===== src/verilog/sata_phy_pkg.sv =====
`default_nettype none

package sata_phy_pkg;

   typedef logic [31:0] dword_t;
   typedef logic [3:0]  kflag_t;
   typedef logic [7:0]  prim_code_t;
   typedef logic [2:0]  rxstatus_t;

   // Primitive codes reported by the decoder
   localparam prim_code_t PRIM_NONE    = 8'h00;
   localparam prim_code_t PRIM_ALIGN   = 8'h01;
   localparam prim_code_t PRIM_SYNC    = 8'h02;
   localparam prim_code_t PRIM_D10_2   = 8'h03;
   localparam prim_code_t PRIM_CONT    = 8'h04;
   localparam prim_code_t PRIM_OTHER_K = 8'hff;

   // Primitive dwords, the K character sits in the low byte
   localparam dword_t ALIGN_DWORD = 32'h7B4A_4ABC;
   localparam dword_t SYNC_DWORD  = 32'hB5B5_957C;
   localparam dword_t CONT_DWORD  = 32'h9999_AA7C;
   localparam dword_t D10_2_DWORD = 32'h4A4A_4A4A;
   localparam kflag_t ALIGN_K     = 4'b0001;
   localparam kflag_t SYNC_K      = 4'b0001;

   // GTP RXSTATUS codes during OOB signalling
   localparam rxstatus_t RXSTATUS_COMINIT = 3'b100;
   localparam rxstatus_t RXSTATUS_COMWAKE = 3'b010;

   // TX phase alignment windows
   localparam int PHASE_ALIGN_CYCLES = 32;
   localparam int SET_PHASE_CYCLES   = 64;
   localparam int SYNC_CNT_W         = $clog2(SET_PHASE_CYCLES);

   // OOB timing in TXUSRCLK2 cycles
   localparam int COMINIT_TIMEOUT = 2048;
   localparam int ALIGN_TIMEOUT   = 4096;
   localparam int OOB_TIMER_W     = $clog2(ALIGN_TIMEOUT);
   localparam int NONALIGN_NEEDED = 3;

   // Two ALIGN dwords follow every ALIGN_INTERVAL dwords
   localparam int ALIGN_INTERVAL = 256;
   localparam int ALIGN_CNT_W    = $clog2(ALIGN_INTERVAL + 2);

   // Pointers carry one extra wrap bit
   localparam int FIFO_DEPTH = 4;
   localparam int CREDIT_W   = $clog2(FIFO_DEPTH) + 1;

   typedef enum logic [1:0] {
      MODE_IDLE,
      MODE_D10_2,
      MODE_ALIGN,
      MODE_DATA
   } tx_mode_t;

   typedef enum logic [2:0] {
      OOB_IDLE,
      OOB_COMRESET,
      OOB_WAIT_COMINIT,
      OOB_COMWAKE,
      OOB_WAIT_COMWAKE,
      OOB_WAIT_ALIGN,
      OOB_SEND_ALIGN,
      OOB_LINK_UP
   } oob_state_t;

endpackage

`default_nettype wire


===== src/verilog/tx_word_if.sv =====
`timescale 1ns/1ps
`default_nettype none

interface tx_word_if;
   import sata_phy_pkg::*;

   dword_t data;
   kflag_t kflags;
   logic   valid;
   // Only high together with valid
   logic   pop;

   modport fifo_mp (output data, output kflags, output valid, input pop);
   modport mux_mp (input data, input kflags, input valid, output pop);

endinterface

`default_nettype wire


===== src/verilog/prim_decoder.sv =====
`timescale 1ns/1ps
`default_nettype none

module prim_decoder
(
   input  sata_phy_pkg::dword_t     data_i,
   input  sata_phy_pkg::kflag_t     kflags_i,
   output sata_phy_pkg::prim_code_t code_o
);
   import sata_phy_pkg::*;

   always_comb
   begin
      code_o = PRIM_NONE;
      if (kflags_i == ALIGN_K && data_i == ALIGN_DWORD)
      begin
         code_o = PRIM_ALIGN;
      end
      else if (kflags_i == SYNC_K && data_i == SYNC_DWORD)
      begin
         code_o = PRIM_SYNC;
      end
      else if (kflags_i == SYNC_K && data_i == CONT_DWORD)
      begin
         code_o = PRIM_CONT;
      end
      else if (kflags_i[0])
      begin
         // K-led but not in the table
         code_o = PRIM_OTHER_K;
      end
      else if (kflags_i == '0 && data_i == D10_2_DWORD)
      begin
         code_o = PRIM_D10_2;
      end
   end

endmodule

`default_nettype wire


===== src/verilog/tx_phase_sync.sv =====
`timescale 1ns/1ps
`default_nettype none

module tx_phase_sync
(
   input  logic tile0_txusrclk20_i,
   input  logic tile0_resetdone0_i,
   output logic txenpmaphasealign_o,
   output logic txpmasetphase_o,
   output logic sync_done_o
);
   import sata_phy_pkg::*;

   logic [1:0]            rst_sync_r;
   logic [SYNC_CNT_W-1:0] cnt_r;
   logic                  en_r;
   logic                  set_r;
   logic                  done_r;

   always_ff @(posedge tile0_txusrclk20_i or negedge tile0_resetdone0_i)
   begin
      if (!tile0_resetdone0_i)
      begin
         rst_sync_r <= 2'b00;
         cnt_r      <= '0;
         en_r       <= 1'b0;
         set_r      <= 1'b0;
         done_r     <= 1'b0;
      end
      else
      begin
         rst_sync_r <= {rst_sync_r[0], 1'b1};
         cnt_r      <= cnt_r + 1'b1;
         if (rst_sync_r[1] && !done_r)
         begin
            if (!en_r)
            begin
               // Open the PMA phase-align window
               en_r  <= 1'b1;
               cnt_r <= '0;
            end
            else if (!set_r && cnt_r == SYNC_CNT_W'(PHASE_ALIGN_CYCLES - 1))
            begin
               set_r <= 1'b1;
               cnt_r <= '0;
            end
            else if (set_r && cnt_r == SYNC_CNT_W'(SET_PHASE_CYCLES - 1))
            begin
               en_r   <= 1'b0;
               set_r  <= 1'b0;
               done_r <= 1'b1;
            end
         end
      end
   end

   assign txenpmaphasealign_o = en_r;
   assign txpmasetphase_o     = set_r;
   assign sync_done_o         = done_r;

endmodule

`default_nettype wire


===== src/verilog/oob_ctrl.sv =====
`timescale 1ns/1ps
`default_nettype none

module oob_ctrl
(
   input  logic                     tile0_txusrclk20_i,
   input  logic                     tile0_resetdone0_i,
   input  logic                     phyreset_i,
   input  logic                     sync_done_i,
   input  logic                     start_comm_i,
   input  sata_phy_pkg::rxstatus_t  rxstatus_i,
   input  logic                     rxelecidle_i,
   input  logic                     rxbyteisaligned_i,
   input  sata_phy_pkg::prim_code_t rx_prim_i,
   output logic                     txcomstart_o,
   output logic                     txcomtype_o,
   output logic                     txelecidle_o,
   output logic                     link_up_o,
   output logic                     comm_init_o,
   output sata_phy_pkg::tx_mode_t   tx_mode_o
);
   import sata_phy_pkg::*;

   oob_state_t             state_r;
   logic [OOB_TIMER_W-1:0] timer_r;
   logic                   comm_init_r;
   logic                   cominit_det;
   logic                   comwake_det;
   logic                   align_det;
   logic                   nonalign_det;

   assign cominit_det  = (rxstatus_i == RXSTATUS_COMINIT);
   assign comwake_det  = (rxstatus_i == RXSTATUS_COMWAKE);
   // ALIGN counts only from a receiver out of idle and byte-aligned
   assign align_det    = rxbyteisaligned_i && !rxelecidle_i && (rx_prim_i == PRIM_ALIGN);
   assign nonalign_det = (rx_prim_i != PRIM_ALIGN) && (rx_prim_i != PRIM_NONE);

   always_ff @(posedge tile0_txusrclk20_i or negedge tile0_resetdone0_i)
   begin
      if (!tile0_resetdone0_i)
      begin
         state_r     <= OOB_IDLE;
         timer_r     <= '0;
         comm_init_r <= 1'b0;
      end
      else if (phyreset_i)
      begin
         state_r     <= OOB_IDLE;
         timer_r     <= '0;
         comm_init_r <= 1'b0;
      end
      else
      begin
         comm_init_r <= 1'b0;
         timer_r     <= timer_r + 1'b1;
         case (state_r)
            OOB_IDLE:
            begin
               if (sync_done_i && start_comm_i)
               begin
                  state_r <= OOB_COMRESET;
               end
            end
            OOB_COMRESET:
            begin
               state_r <= OOB_WAIT_COMINIT;
               timer_r <= '0;
            end
            OOB_WAIT_COMINIT:
            begin
               if (cominit_det)
               begin
                  comm_init_r <= 1'b1;
                  state_r     <= OOB_COMWAKE;
               end
               else if (timer_r == OOB_TIMER_W'(COMINIT_TIMEOUT - 1))
               begin
                  state_r <= OOB_COMRESET;
               end
            end
            OOB_COMWAKE:
            begin
               state_r <= OOB_WAIT_COMWAKE;
            end
            OOB_WAIT_COMWAKE:
            begin
               if (comwake_det)
               begin
                  state_r <= OOB_WAIT_ALIGN;
                  timer_r <= '0;
               end
            end
            OOB_WAIT_ALIGN:
            begin
               if (align_det)
               begin
                  state_r <= OOB_SEND_ALIGN;
                  timer_r <= '0;
               end
               else if (timer_r == OOB_TIMER_W'(ALIGN_TIMEOUT - 1))
               begin
                  state_r <= OOB_COMRESET;
               end
            end
            OOB_SEND_ALIGN:
            begin
               // Timer counts consecutive non-ALIGN primitives here
               if (!nonalign_det)
               begin
                  timer_r <= '0;
               end
               else if (timer_r == OOB_TIMER_W'(NONALIGN_NEEDED - 1))
               begin
                  state_r <= OOB_LINK_UP;
               end
            end
            OOB_LINK_UP:
            begin
               if (cominit_det)
               begin
                  comm_init_r <= 1'b1;
                  state_r     <= OOB_COMRESET;
               end
            end
            default:
            begin
               state_r <= OOB_IDLE;
            end
         endcase
      end
   end

   always_comb
   begin
      case (state_r)
         OOB_WAIT_ALIGN: tx_mode_o = MODE_D10_2;
         OOB_SEND_ALIGN: tx_mode_o = MODE_ALIGN;
         OOB_LINK_UP:    tx_mode_o = MODE_DATA;
         default:        tx_mode_o = MODE_IDLE;
      endcase
   end

   assign txcomstart_o = (state_r == OOB_COMRESET) || (state_r == OOB_COMWAKE);
   assign txcomtype_o  = (state_r == OOB_COMWAKE);
   assign txelecidle_o = (tx_mode_o == MODE_IDLE);
   assign link_up_o    = (state_r == OOB_LINK_UP);
   assign comm_init_o  = comm_init_r;

endmodule

`default_nettype wire


===== src/verilog/tx_credit_fifo.sv =====
`timescale 1ns/1ps
`default_nettype none

module tx_credit_fifo
(
   input  logic                 tile0_txusrclk20_i,
   input  logic                 tile0_resetdone0_i,
   input  logic                 phyreset_i,
   input  sata_phy_pkg::dword_t ll_data_i,
   input  sata_phy_pkg::kflag_t ll_kflags_i,
   input  logic                 ll_valid_i,
   input  logic                 link_up_i,
   output logic                 ll_credit_o,
   tx_word_if.fifo_mp           word_if
);
   import sata_phy_pkg::*;

   dword_t              data_mem [FIFO_DEPTH];
   kflag_t              kflag_mem [FIFO_DEPTH];
   logic [CREDIT_W-1:0] wptr_r;
   logic [CREDIT_W-1:0] rptr_r;
   logic [CREDIT_W-1:0] pend_r;
   logic                granted_r;
   logic                credit_r;
   logic                full;
   logic                wr_en;

   assign full  = (wptr_r[CREDIT_W-1] != rptr_r[CREDIT_W-1])
                  && (wptr_r[CREDIT_W-2:0] == rptr_r[CREDIT_W-2:0]);
   assign wr_en = ll_valid_i && link_up_i && !full;

   always_ff @(posedge tile0_txusrclk20_i)
   begin
      if (wr_en)
      begin
         data_mem[wptr_r[CREDIT_W-2:0]]  <= ll_data_i;
         kflag_mem[wptr_r[CREDIT_W-2:0]] <= ll_kflags_i;
      end
   end

   always_ff @(posedge tile0_txusrclk20_i or negedge tile0_resetdone0_i)
   begin
      if (!tile0_resetdone0_i)
      begin
         wptr_r    <= '0;
         rptr_r    <= '0;
         pend_r    <= '0;
         granted_r <= 1'b0;
         credit_r  <= 1'b0;
      end
      else if (phyreset_i || !link_up_i)
      begin
         // Link down flushes the entries and revokes the grant
         wptr_r    <= '0;
         rptr_r    <= '0;
         pend_r    <= '0;
         granted_r <= 1'b0;
         credit_r  <= 1'b0;
      end
      else
      begin
         if (wr_en)
         begin
            wptr_r <= wptr_r + 1'b1;
         end
         if (word_if.pop)
         begin
            rptr_r <= rptr_r + 1'b1;
         end
         // One credit per cycle, a pop with nothing pending goes straight out
         credit_r <= (pend_r != '0) || word_if.pop;
         if (!granted_r)
         begin
            granted_r <= 1'b1;
            pend_r    <= CREDIT_W'(FIFO_DEPTH);
         end
         else if (pend_r != '0)
         begin
            pend_r <= pend_r - 1'b1 + CREDIT_W'(word_if.pop);
         end
      end
   end

   assign word_if.valid  = (wptr_r != rptr_r);
   assign word_if.data   = data_mem[rptr_r[CREDIT_W-2:0]];
   assign word_if.kflags = kflag_mem[rptr_r[CREDIT_W-2:0]];
   assign ll_credit_o    = credit_r;

endmodule

`default_nettype wire


===== src/verilog/tx_word_mux.sv =====
`timescale 1ns/1ps
`default_nettype none

module tx_word_mux
(
   input  logic                   tile0_txusrclk20_i,
   input  logic                   tile0_resetdone0_i,
   input  logic                   phyreset_i,
   input  sata_phy_pkg::tx_mode_t tx_mode_i,
   tx_word_if.mux_mp              word_if,
   output sata_phy_pkg::dword_t   txdata_o,
   output sata_phy_pkg::kflag_t   txcharisk_o
);
   import sata_phy_pkg::*;

   logic [ALIGN_CNT_W-1:0] slot_r;
   logic                   is_data;
   logic                   in_pair;
   dword_t                 data_nxt;
   kflag_t                 kflags_nxt;

   assign is_data = (tx_mode_i == MODE_DATA);
   // Slots past the interval carry the ALIGN pair
   assign in_pair = (slot_r >= ALIGN_CNT_W'(ALIGN_INTERVAL));
   assign word_if.pop = is_data && !in_pair && word_if.valid;

   always_comb
   begin
      data_nxt   = D10_2_DWORD;
      kflags_nxt = '0;
      case (tx_mode_i)
         MODE_ALIGN:
         begin
            data_nxt   = ALIGN_DWORD;
            kflags_nxt = ALIGN_K;
         end
         MODE_DATA:
         begin
            if (in_pair)
            begin
               data_nxt   = ALIGN_DWORD;
               kflags_nxt = ALIGN_K;
            end
            else if (word_if.valid)
            begin
               data_nxt   = word_if.data;
               kflags_nxt = word_if.kflags;
            end
            else
            begin
               data_nxt   = SYNC_DWORD;
               kflags_nxt = SYNC_K;
            end
         end
         default:
         begin
            data_nxt   = D10_2_DWORD;
            kflags_nxt = '0;
         end
      endcase
   end

   always_ff @(posedge tile0_txusrclk20_i)
   begin
      txdata_o    <= data_nxt;
      txcharisk_o <= kflags_nxt;
   end

   always_ff @(posedge tile0_txusrclk20_i or negedge tile0_resetdone0_i)
   begin
      if (!tile0_resetdone0_i)
      begin
         slot_r <= '0;
      end
      else if (phyreset_i || !is_data)
      begin
         slot_r <= '0;
      end
      else if (slot_r == ALIGN_CNT_W'(ALIGN_INTERVAL + 1))
      begin
         slot_r <= '0;
      end
      else
      begin
         slot_r <= slot_r + 1'b1;
      end
   end

endmodule

`default_nettype wire


===== src/verilog/sata_phy_top.sv =====
`timescale 1ns/1ps
`default_nettype none

module sata_phy_top
(
   input  logic                    tile0_txusrclk20_i,
   input  logic                    tile0_resetdone0_i,
   input  logic                    phyreset_i,
   input  logic                    start_comm_i,
   input  sata_phy_pkg::dword_t    rxdata_i,
   input  sata_phy_pkg::kflag_t    rxcharisk_i,
   input  sata_phy_pkg::rxstatus_t rxstatus_i,
   input  logic                    rxelecidle_i,
   input  logic                    rxbyteisaligned_i,
   input  sata_phy_pkg::dword_t    ll_data_i,
   input  sata_phy_pkg::kflag_t    ll_kflags_i,
   input  logic                    ll_valid_i,
   output logic                    ll_credit_o,
   output sata_phy_pkg::dword_t    txdata_o,
   output sata_phy_pkg::kflag_t    txcharisk_o,
   output logic                    txcomstart_o,
   output logic                    txcomtype_o,
   output logic                    txelecidle_o,
   output logic                    txenpmaphasealign_o,
   output logic                    txpmasetphase_o,
   output logic                    link_up_o,
   output logic                    comm_init_o,
   output logic [127:0]            dbg_o
);
   import sata_phy_pkg::*;

   logic       sync_done;
   tx_mode_t   tx_mode;
   prim_code_t rx_code;
   prim_code_t tx_code;

   tx_word_if word_if ();

   tx_phase_sync u_tx_phase_sync (
      .tile0_txusrclk20_i  (tile0_txusrclk20_i),
      .tile0_resetdone0_i  (tile0_resetdone0_i),
      .txenpmaphasealign_o (txenpmaphasealign_o),
      .txpmasetphase_o     (txpmasetphase_o),
      .sync_done_o         (sync_done)
   );

   prim_decoder rx_prim_i (
      .data_i   (rxdata_i),
      .kflags_i (rxcharisk_i),
      .code_o   (rx_code)
   );

   oob_ctrl u_oob_ctrl (
      .tile0_txusrclk20_i (tile0_txusrclk20_i),
      .tile0_resetdone0_i (tile0_resetdone0_i),
      .phyreset_i         (phyreset_i),
      .sync_done_i        (sync_done),
      .start_comm_i       (start_comm_i),
      .rxstatus_i         (rxstatus_i),
      .rxelecidle_i       (rxelecidle_i),
      .rxbyteisaligned_i  (rxbyteisaligned_i),
      .rx_prim_i          (rx_code),
      .txcomstart_o       (txcomstart_o),
      .txcomtype_o        (txcomtype_o),
      .txelecidle_o       (txelecidle_o),
      .link_up_o          (link_up_o),
      .comm_init_o        (comm_init_o),
      .tx_mode_o          (tx_mode)
   );

   tx_credit_fifo u_tx_credit_fifo (
      .tile0_txusrclk20_i (tile0_txusrclk20_i),
      .tile0_resetdone0_i (tile0_resetdone0_i),
      .phyreset_i         (phyreset_i),
      .ll_data_i          (ll_data_i),
      .ll_kflags_i        (ll_kflags_i),
      .ll_valid_i         (ll_valid_i),
      .link_up_i          (link_up_o),
      .ll_credit_o        (ll_credit_o),
      .word_if            (word_if.fifo_mp)
   );

   tx_word_mux u_tx_word_mux (
      .tile0_txusrclk20_i (tile0_txusrclk20_i),
      .tile0_resetdone0_i (tile0_resetdone0_i),
      .phyreset_i         (phyreset_i),
      .tx_mode_i          (tx_mode),
      .word_if            (word_if.mux_mp),
      .txdata_o           (txdata_o),
      .txcharisk_o        (txcharisk_o)
   );

   prim_decoder tx_prim_i (
      .data_i   (txdata_o),
      .kflags_i (txcharisk_o),
      .code_o   (tx_code)
   );

   // Debug word, TX side first
   assign dbg_o[31:0]   = txdata_o;
   assign dbg_o[63:32]  = rxdata_i;
   assign dbg_o[67:64]  = txcharisk_o;
   assign dbg_o[71:68]  = rxcharisk_i;
   assign dbg_o[79:72]  = tx_code;
   assign dbg_o[87:80]  = rx_code;
   assign dbg_o[127:88] = '0;

endmodule

`default_nettype wire


===== config.mk =====
export PLATFORM = sky130hd
export DESIGN_NAME = sata_phy_top
export DESIGN_NICKNAME = d
export VERILOG_FILES = /design/src/verilog/sata_phy_pkg.sv /design/src/verilog/tx_word_if.sv /design/src/verilog/prim_decoder.sv /design/src/verilog/tx_phase_sync.sv /design/src/verilog/oob_ctrl.sv /design/src/verilog/tx_credit_fifo.sv /design/src/verilog/tx_word_mux.sv /design/src/verilog/sata_phy_top.sv
export SDC_FILE = /design/constraint.sdc
export NUM_CORES = 1
export LEC_CHECK = 0
export BUFFER_PORTS_ARGS = -buffer_cell sky130_fd_sc_hd__buf_2
export CORE_MARGIN = 5
export CORE_UTILIZATION = 50
export CTS_CLUSTER_SIZE = 25
export DETAILED_ROUTE_END_ITERATION = 8
export GPL_TIMING_DRIVEN = 0
export PLACE_DENSITY = 0.74
export SLEW_MARGIN = 5
export SYNTH_ARGS = -nofsm -noshare
export SYNTH_HDL_FRONTEND = slang
export SYNTH_SLANG_ARGS = --single-unit

===== constraint.sdc =====
create_clock -name tile0_txusrclk20_i -period 3.5 [get_ports tile0_txusrclk20_i]
set_input_delay 0.7 -clock tile0_txusrclk20_i [delete_from_list [all_inputs] [get_ports tile0_txusrclk20_i]]
set_output_delay 0.7 -clock tile0_txusrclk20_i [all_outputs]
set_load 0.05 [all_outputs]

==> results.json <==
{
  "root_buffer": "clkbuf_16",
  "fillers": 1543,
  "internal-power_mw": 4.44,
  "power_mw": 5.77,
  "hold_viol_final": 0,
  "ios": 254,
  "antenna_found_initial": 2,
  "io_buffers": 213,
  "nNetsFinal": 1113,
  "core_area_um2": 20000,
  "syn_inst": 734,
  "ys_seq_elements": 227,
  "start_kind": "flop",
  "syn2layout_area_growth_pct": 24.7,
  "critPathBufInv": 2,
  "violations": "setup timing",
  "async_flop_share": 0.207,
  "track_usage": 0.193,
  "synth_commonest_cells": "edfxtp_1 (144), buf_4 (120), nor2_1 (65)",
  "fmax_ghz": 0.269,
  "drive_gt1_frac": 0.419,
  "p_clk_frac": 0.409,
  "slew-limit-headroom": 0.290,
  "yosysMostFrequentCell": "edfxtp_1",
  "end_kind": "output port",
  "p_switching_mw": 1.33,
  "setup_viol": 8,
  "place_congestion": 0.883,
  "netSwitchingFraction": 0.231,
  "power.share.sequential": 0.504,
  "finalCritPeriodShare": 1.06,
  "synth_edf_count": 144,
  "synth_area_um2": 10100,
  "crit_fanout": 5,
  "rrSetupSlack_ns": 0.65,
  "worst_pin_slew_ns": 1.06,
  "clk_pin_slew_worst_paths_ns": 0.06,
  "avgRoutedWirePerCell_um": 17.6,
  "status": "finished, violations left",
  "ant_nets": 0,
  "drtIter0Drc": 442,
  "seqCellArea_um2": 6230,
  "die-area_um2": 23100,
  "n_antenna_cell": 0,
  "yosys_warnings": 0,
  "synthFlopType": "edfxtp_1",
  "ir_drop_uv": 450,
  "via_per_inst": 4.99,
  "die_h_um": 152,
  "fin_ws_ns": -0.215,
  "clk_latency_ns": 0.50,
  "synthDistinctLibCells": 58,
  "cts_buffer_depth": 3,
  "worstPathRequired_ns": 2.80,
  "slowest_delay_ns": 0.51,
  "p_leak_nw": 5.31,
  "power_density_nw_per_um2": 459,
  "synth_area_per_cell_um2": 13.7,
  "power_frac_comb": 0.087,
  "grt_pass1_wl_mm": 35.5,
  "drc": 0,
  "htree_levels": 1,
  "crit_path_frequent_cell": "or4_1",
  "core.rowCount": 52,
  "grt_start_max_net_pins": 48,
  "hold_buffers": 0,
  "path_class": "reg -> out",
  "yosys-top-cells-area": "edfxtp_1 (43%), dfrtp_1 (12%), buf_4 (8.9%), mux4_2 (8.0%), dfxtp_1 (7.1%)",
  "crit_slowest_cell": "or4_1",
  "hpwlAfterDp_mm": 17.1,
  "die_w_um": 152,
  "netlist.area_leader.share": 0.429,
  "postRouteWirelength_mm": 23.0,
  "clock_sinks": 227,
  "cts_inserted_buffers": 23,
  "placed_cells": 1260,
  "seq_area_frac_synth": 0.617,
  "cts_tree": "yes",
  "crit_path_cell_trace": "or4_1, or4_1, or3_4, or2_1, and3_4, and2_4, buf_4, buf_6",
  "skew_ns": 0.00855,
  "crit_arrival_ns": 3.02,
  "grt_pass1_vias": 6385,
  "yosysTopAreaCell": "edfxtp_1",
  "fin_crit_ns": 3.72,
  "initial_core_util": 0.503,
  "dr.pass1.iters": 5,
  "cpLargestDelayFamily": "simple AND/OR/NAND/NOR gates",
  "overflow": 0,
  "multi_input_area_um2": 3000,
  "rsz0062_at_grt": "yes",
  "finalMaxSlewViolations": 0,
  "holdCritPathClass": "reg -> reg",
  "final_cells": 1305,
  "vias": 6512,
  "max_cap_viol_count": 0
}
[worst reg2reg max path: cells and delay by family, from the launching register on]
kind	cells	cell delay (ns)
adder cells (fa/ha/maj)	2	0.44
buffers and inverters	4	1.23
flip-flops	1	0.33
AO/OA/AOI/OAI	1	0.08
AND/OR/NAND/NOR	2	0.49
multiplexers	1	0.15
[metrics by stage]
step	worst slack, ns	setup TNS [ns]	util	hold WS (ns)	instance area [um2]
finish	-0.215	-1.29	0.627	0.351	12600
global route	-0.300	-1.92	0.627	0.370	12600
CTS	-0.217	-1.55	0.626	0.350	12600
detailed placement	0.0956	0	0.585	0.337	11700
global placement	0.102	0	0.581	0.334	11600
floorplan	0.00987	0	-	0.331	10200
[logic make-up after synthesis]
group,count (synthesis),synth area share
buf+inv,162,0.105
compound gates,56,0.0344
xor+xnor,27,0.0234
fa+ha+maj,13,0.0161
mux,38,0.0824
flops,227,0.617
other cells,2,0.000745
simple gates,209,0.121
[per-layer routing]
| layer | track usage | vias up | share of wire |
|---|---|---|---|
| met5 | 0 | - | 0.0010 |
| met4 | 0.0591 | 4 | 0.027 |
| met3 | 0.0481 | 43 | 0.073 |
| met2 | 0.336 | 259 | 0.51 |
| met1 | 0.240 | 3125 | 0.39 |
| li1 | - | 3081 | - |
[placed cells by master, fill, tap and decap left out, types with 7 or more instances in the layout]
cell	synthesis	routed
xor2_1	18	18
buf_2	1	207
edfxtp_1	144	144
o21ai_0	17	17
conb_1	2	41
nand3_1	12	12
inv_1	22	22
dfxtp_1	36	33
buf_6	0	7
nand4b_1	8	8
clkbuf_1	16	23
and2_1	13	8
nand2b_1	7	7
buf_4	120	122
a21oi_1	12	12
clkbuf_16	0	24
o21a_1	12	12
ha_1	13	13
xnor2_1	9	9
mux4_2	36	36
nor4_1	7	7
nor2_1	65	65
nand2_1	24	24
nand4_1	7	7
dfrtp_1	47	47
[power by group through the flow]
stage | registers (mW) | clock network [mW] | logic, mW
2_1_floorplan | 2.97 | 0 | 0.359
3_3_place_gp | 2.97 | 0 | 0.497
3_5_place_dp | 2.97 | 0 | 0.501
4_1_cts | 2.91 | 2.41 | 0.503
5_1_grt | 2.91 | 2.53 | 0.540
6_report | 2.91 | 2.36 | 0.501
[sequential cells by signal (all words and copies together), names as in the netlist]
name,count
u_tx_credit_fifo.wptr_r,3
u_tx_phase_sync.cnt_r,6
u_oob_ctrl.state_r,3
u_tx_credit_fifo.granted_r,1
u_tx_phase_sync.txenpmaphasealign_o,1
u_tx_phase_sync.sync_done_o,1
u_oob_ctrl.comm_init_o,1
u_tx_phase_sync.rst_sync_r,2
u_tx_word_mux.slot_r,9
u_oob_ctrl.timer_r,12
u_tx_word_mux.txdata_o,32
u_tx_credit_fifo.kflag_mem,16
u_tx_credit_fifo.pend_r,3
u_tx_word_mux.txcharisk_o,4
u_tx_phase_sync.txpmasetphase_o,1
u_tx_credit_fifo.data_mem,128
u_tx_credit_fifo.rptr_r,3
u_tx_credit_fifo.ll_credit_o,1
[path summary, 6_finish.rpt]
| check | from | endpoint | cells after the start |
|---|---|---|---|
| setup reg to reg | u_oob_ctrl.state_r[2] | u_tx_credit_fifo.pend_r[2] | 10 |
| min in group asynchronous | tile0_resetdone0_i | u_tx_word_mux.slot_r[7] | 1 |
| hold reg to reg | u_tx_phase_sync.rst_sync_r[0] | u_tx_phase_sync.rst_sync_r[1] | 0 |
| max in group asynchronous | tile0_resetdone0_i | u_oob_ctrl.timer_r[10] | 1 |
| hold / removal | u_tx_phase_sync.rst_sync_r[0] | u_tx_phase_sync.rst_sync_r[1] | 0 |
| setup / recovery | u_tx_word_mux.txdata_o[13] | dbg_o[76] | 8 |
[repair_timing]
action / CTS / global route
gates resized for setup: 23 / 6
setup buffers: 3 / 0
cloned: 0 / 0
endpoints found under the setup margin: 8 / 8
pin swaps: 2 / 0
[layout make-up]
class / count / area share
Sequential cell: 227 / 0.495
Multi-Input combinational cell: 384 / 0.238
Timing Repair Buffer: 220 / 0.0970
Buffer: 140 / 0.0777
Clock buffer: 34 / 0.0531
Tap cell: 270 / 0.0269
Inverter: 22 / 0.00657
Clock inverter: 8 / 0.00508
Note: power is estimated with default switching activity, not from simulation.
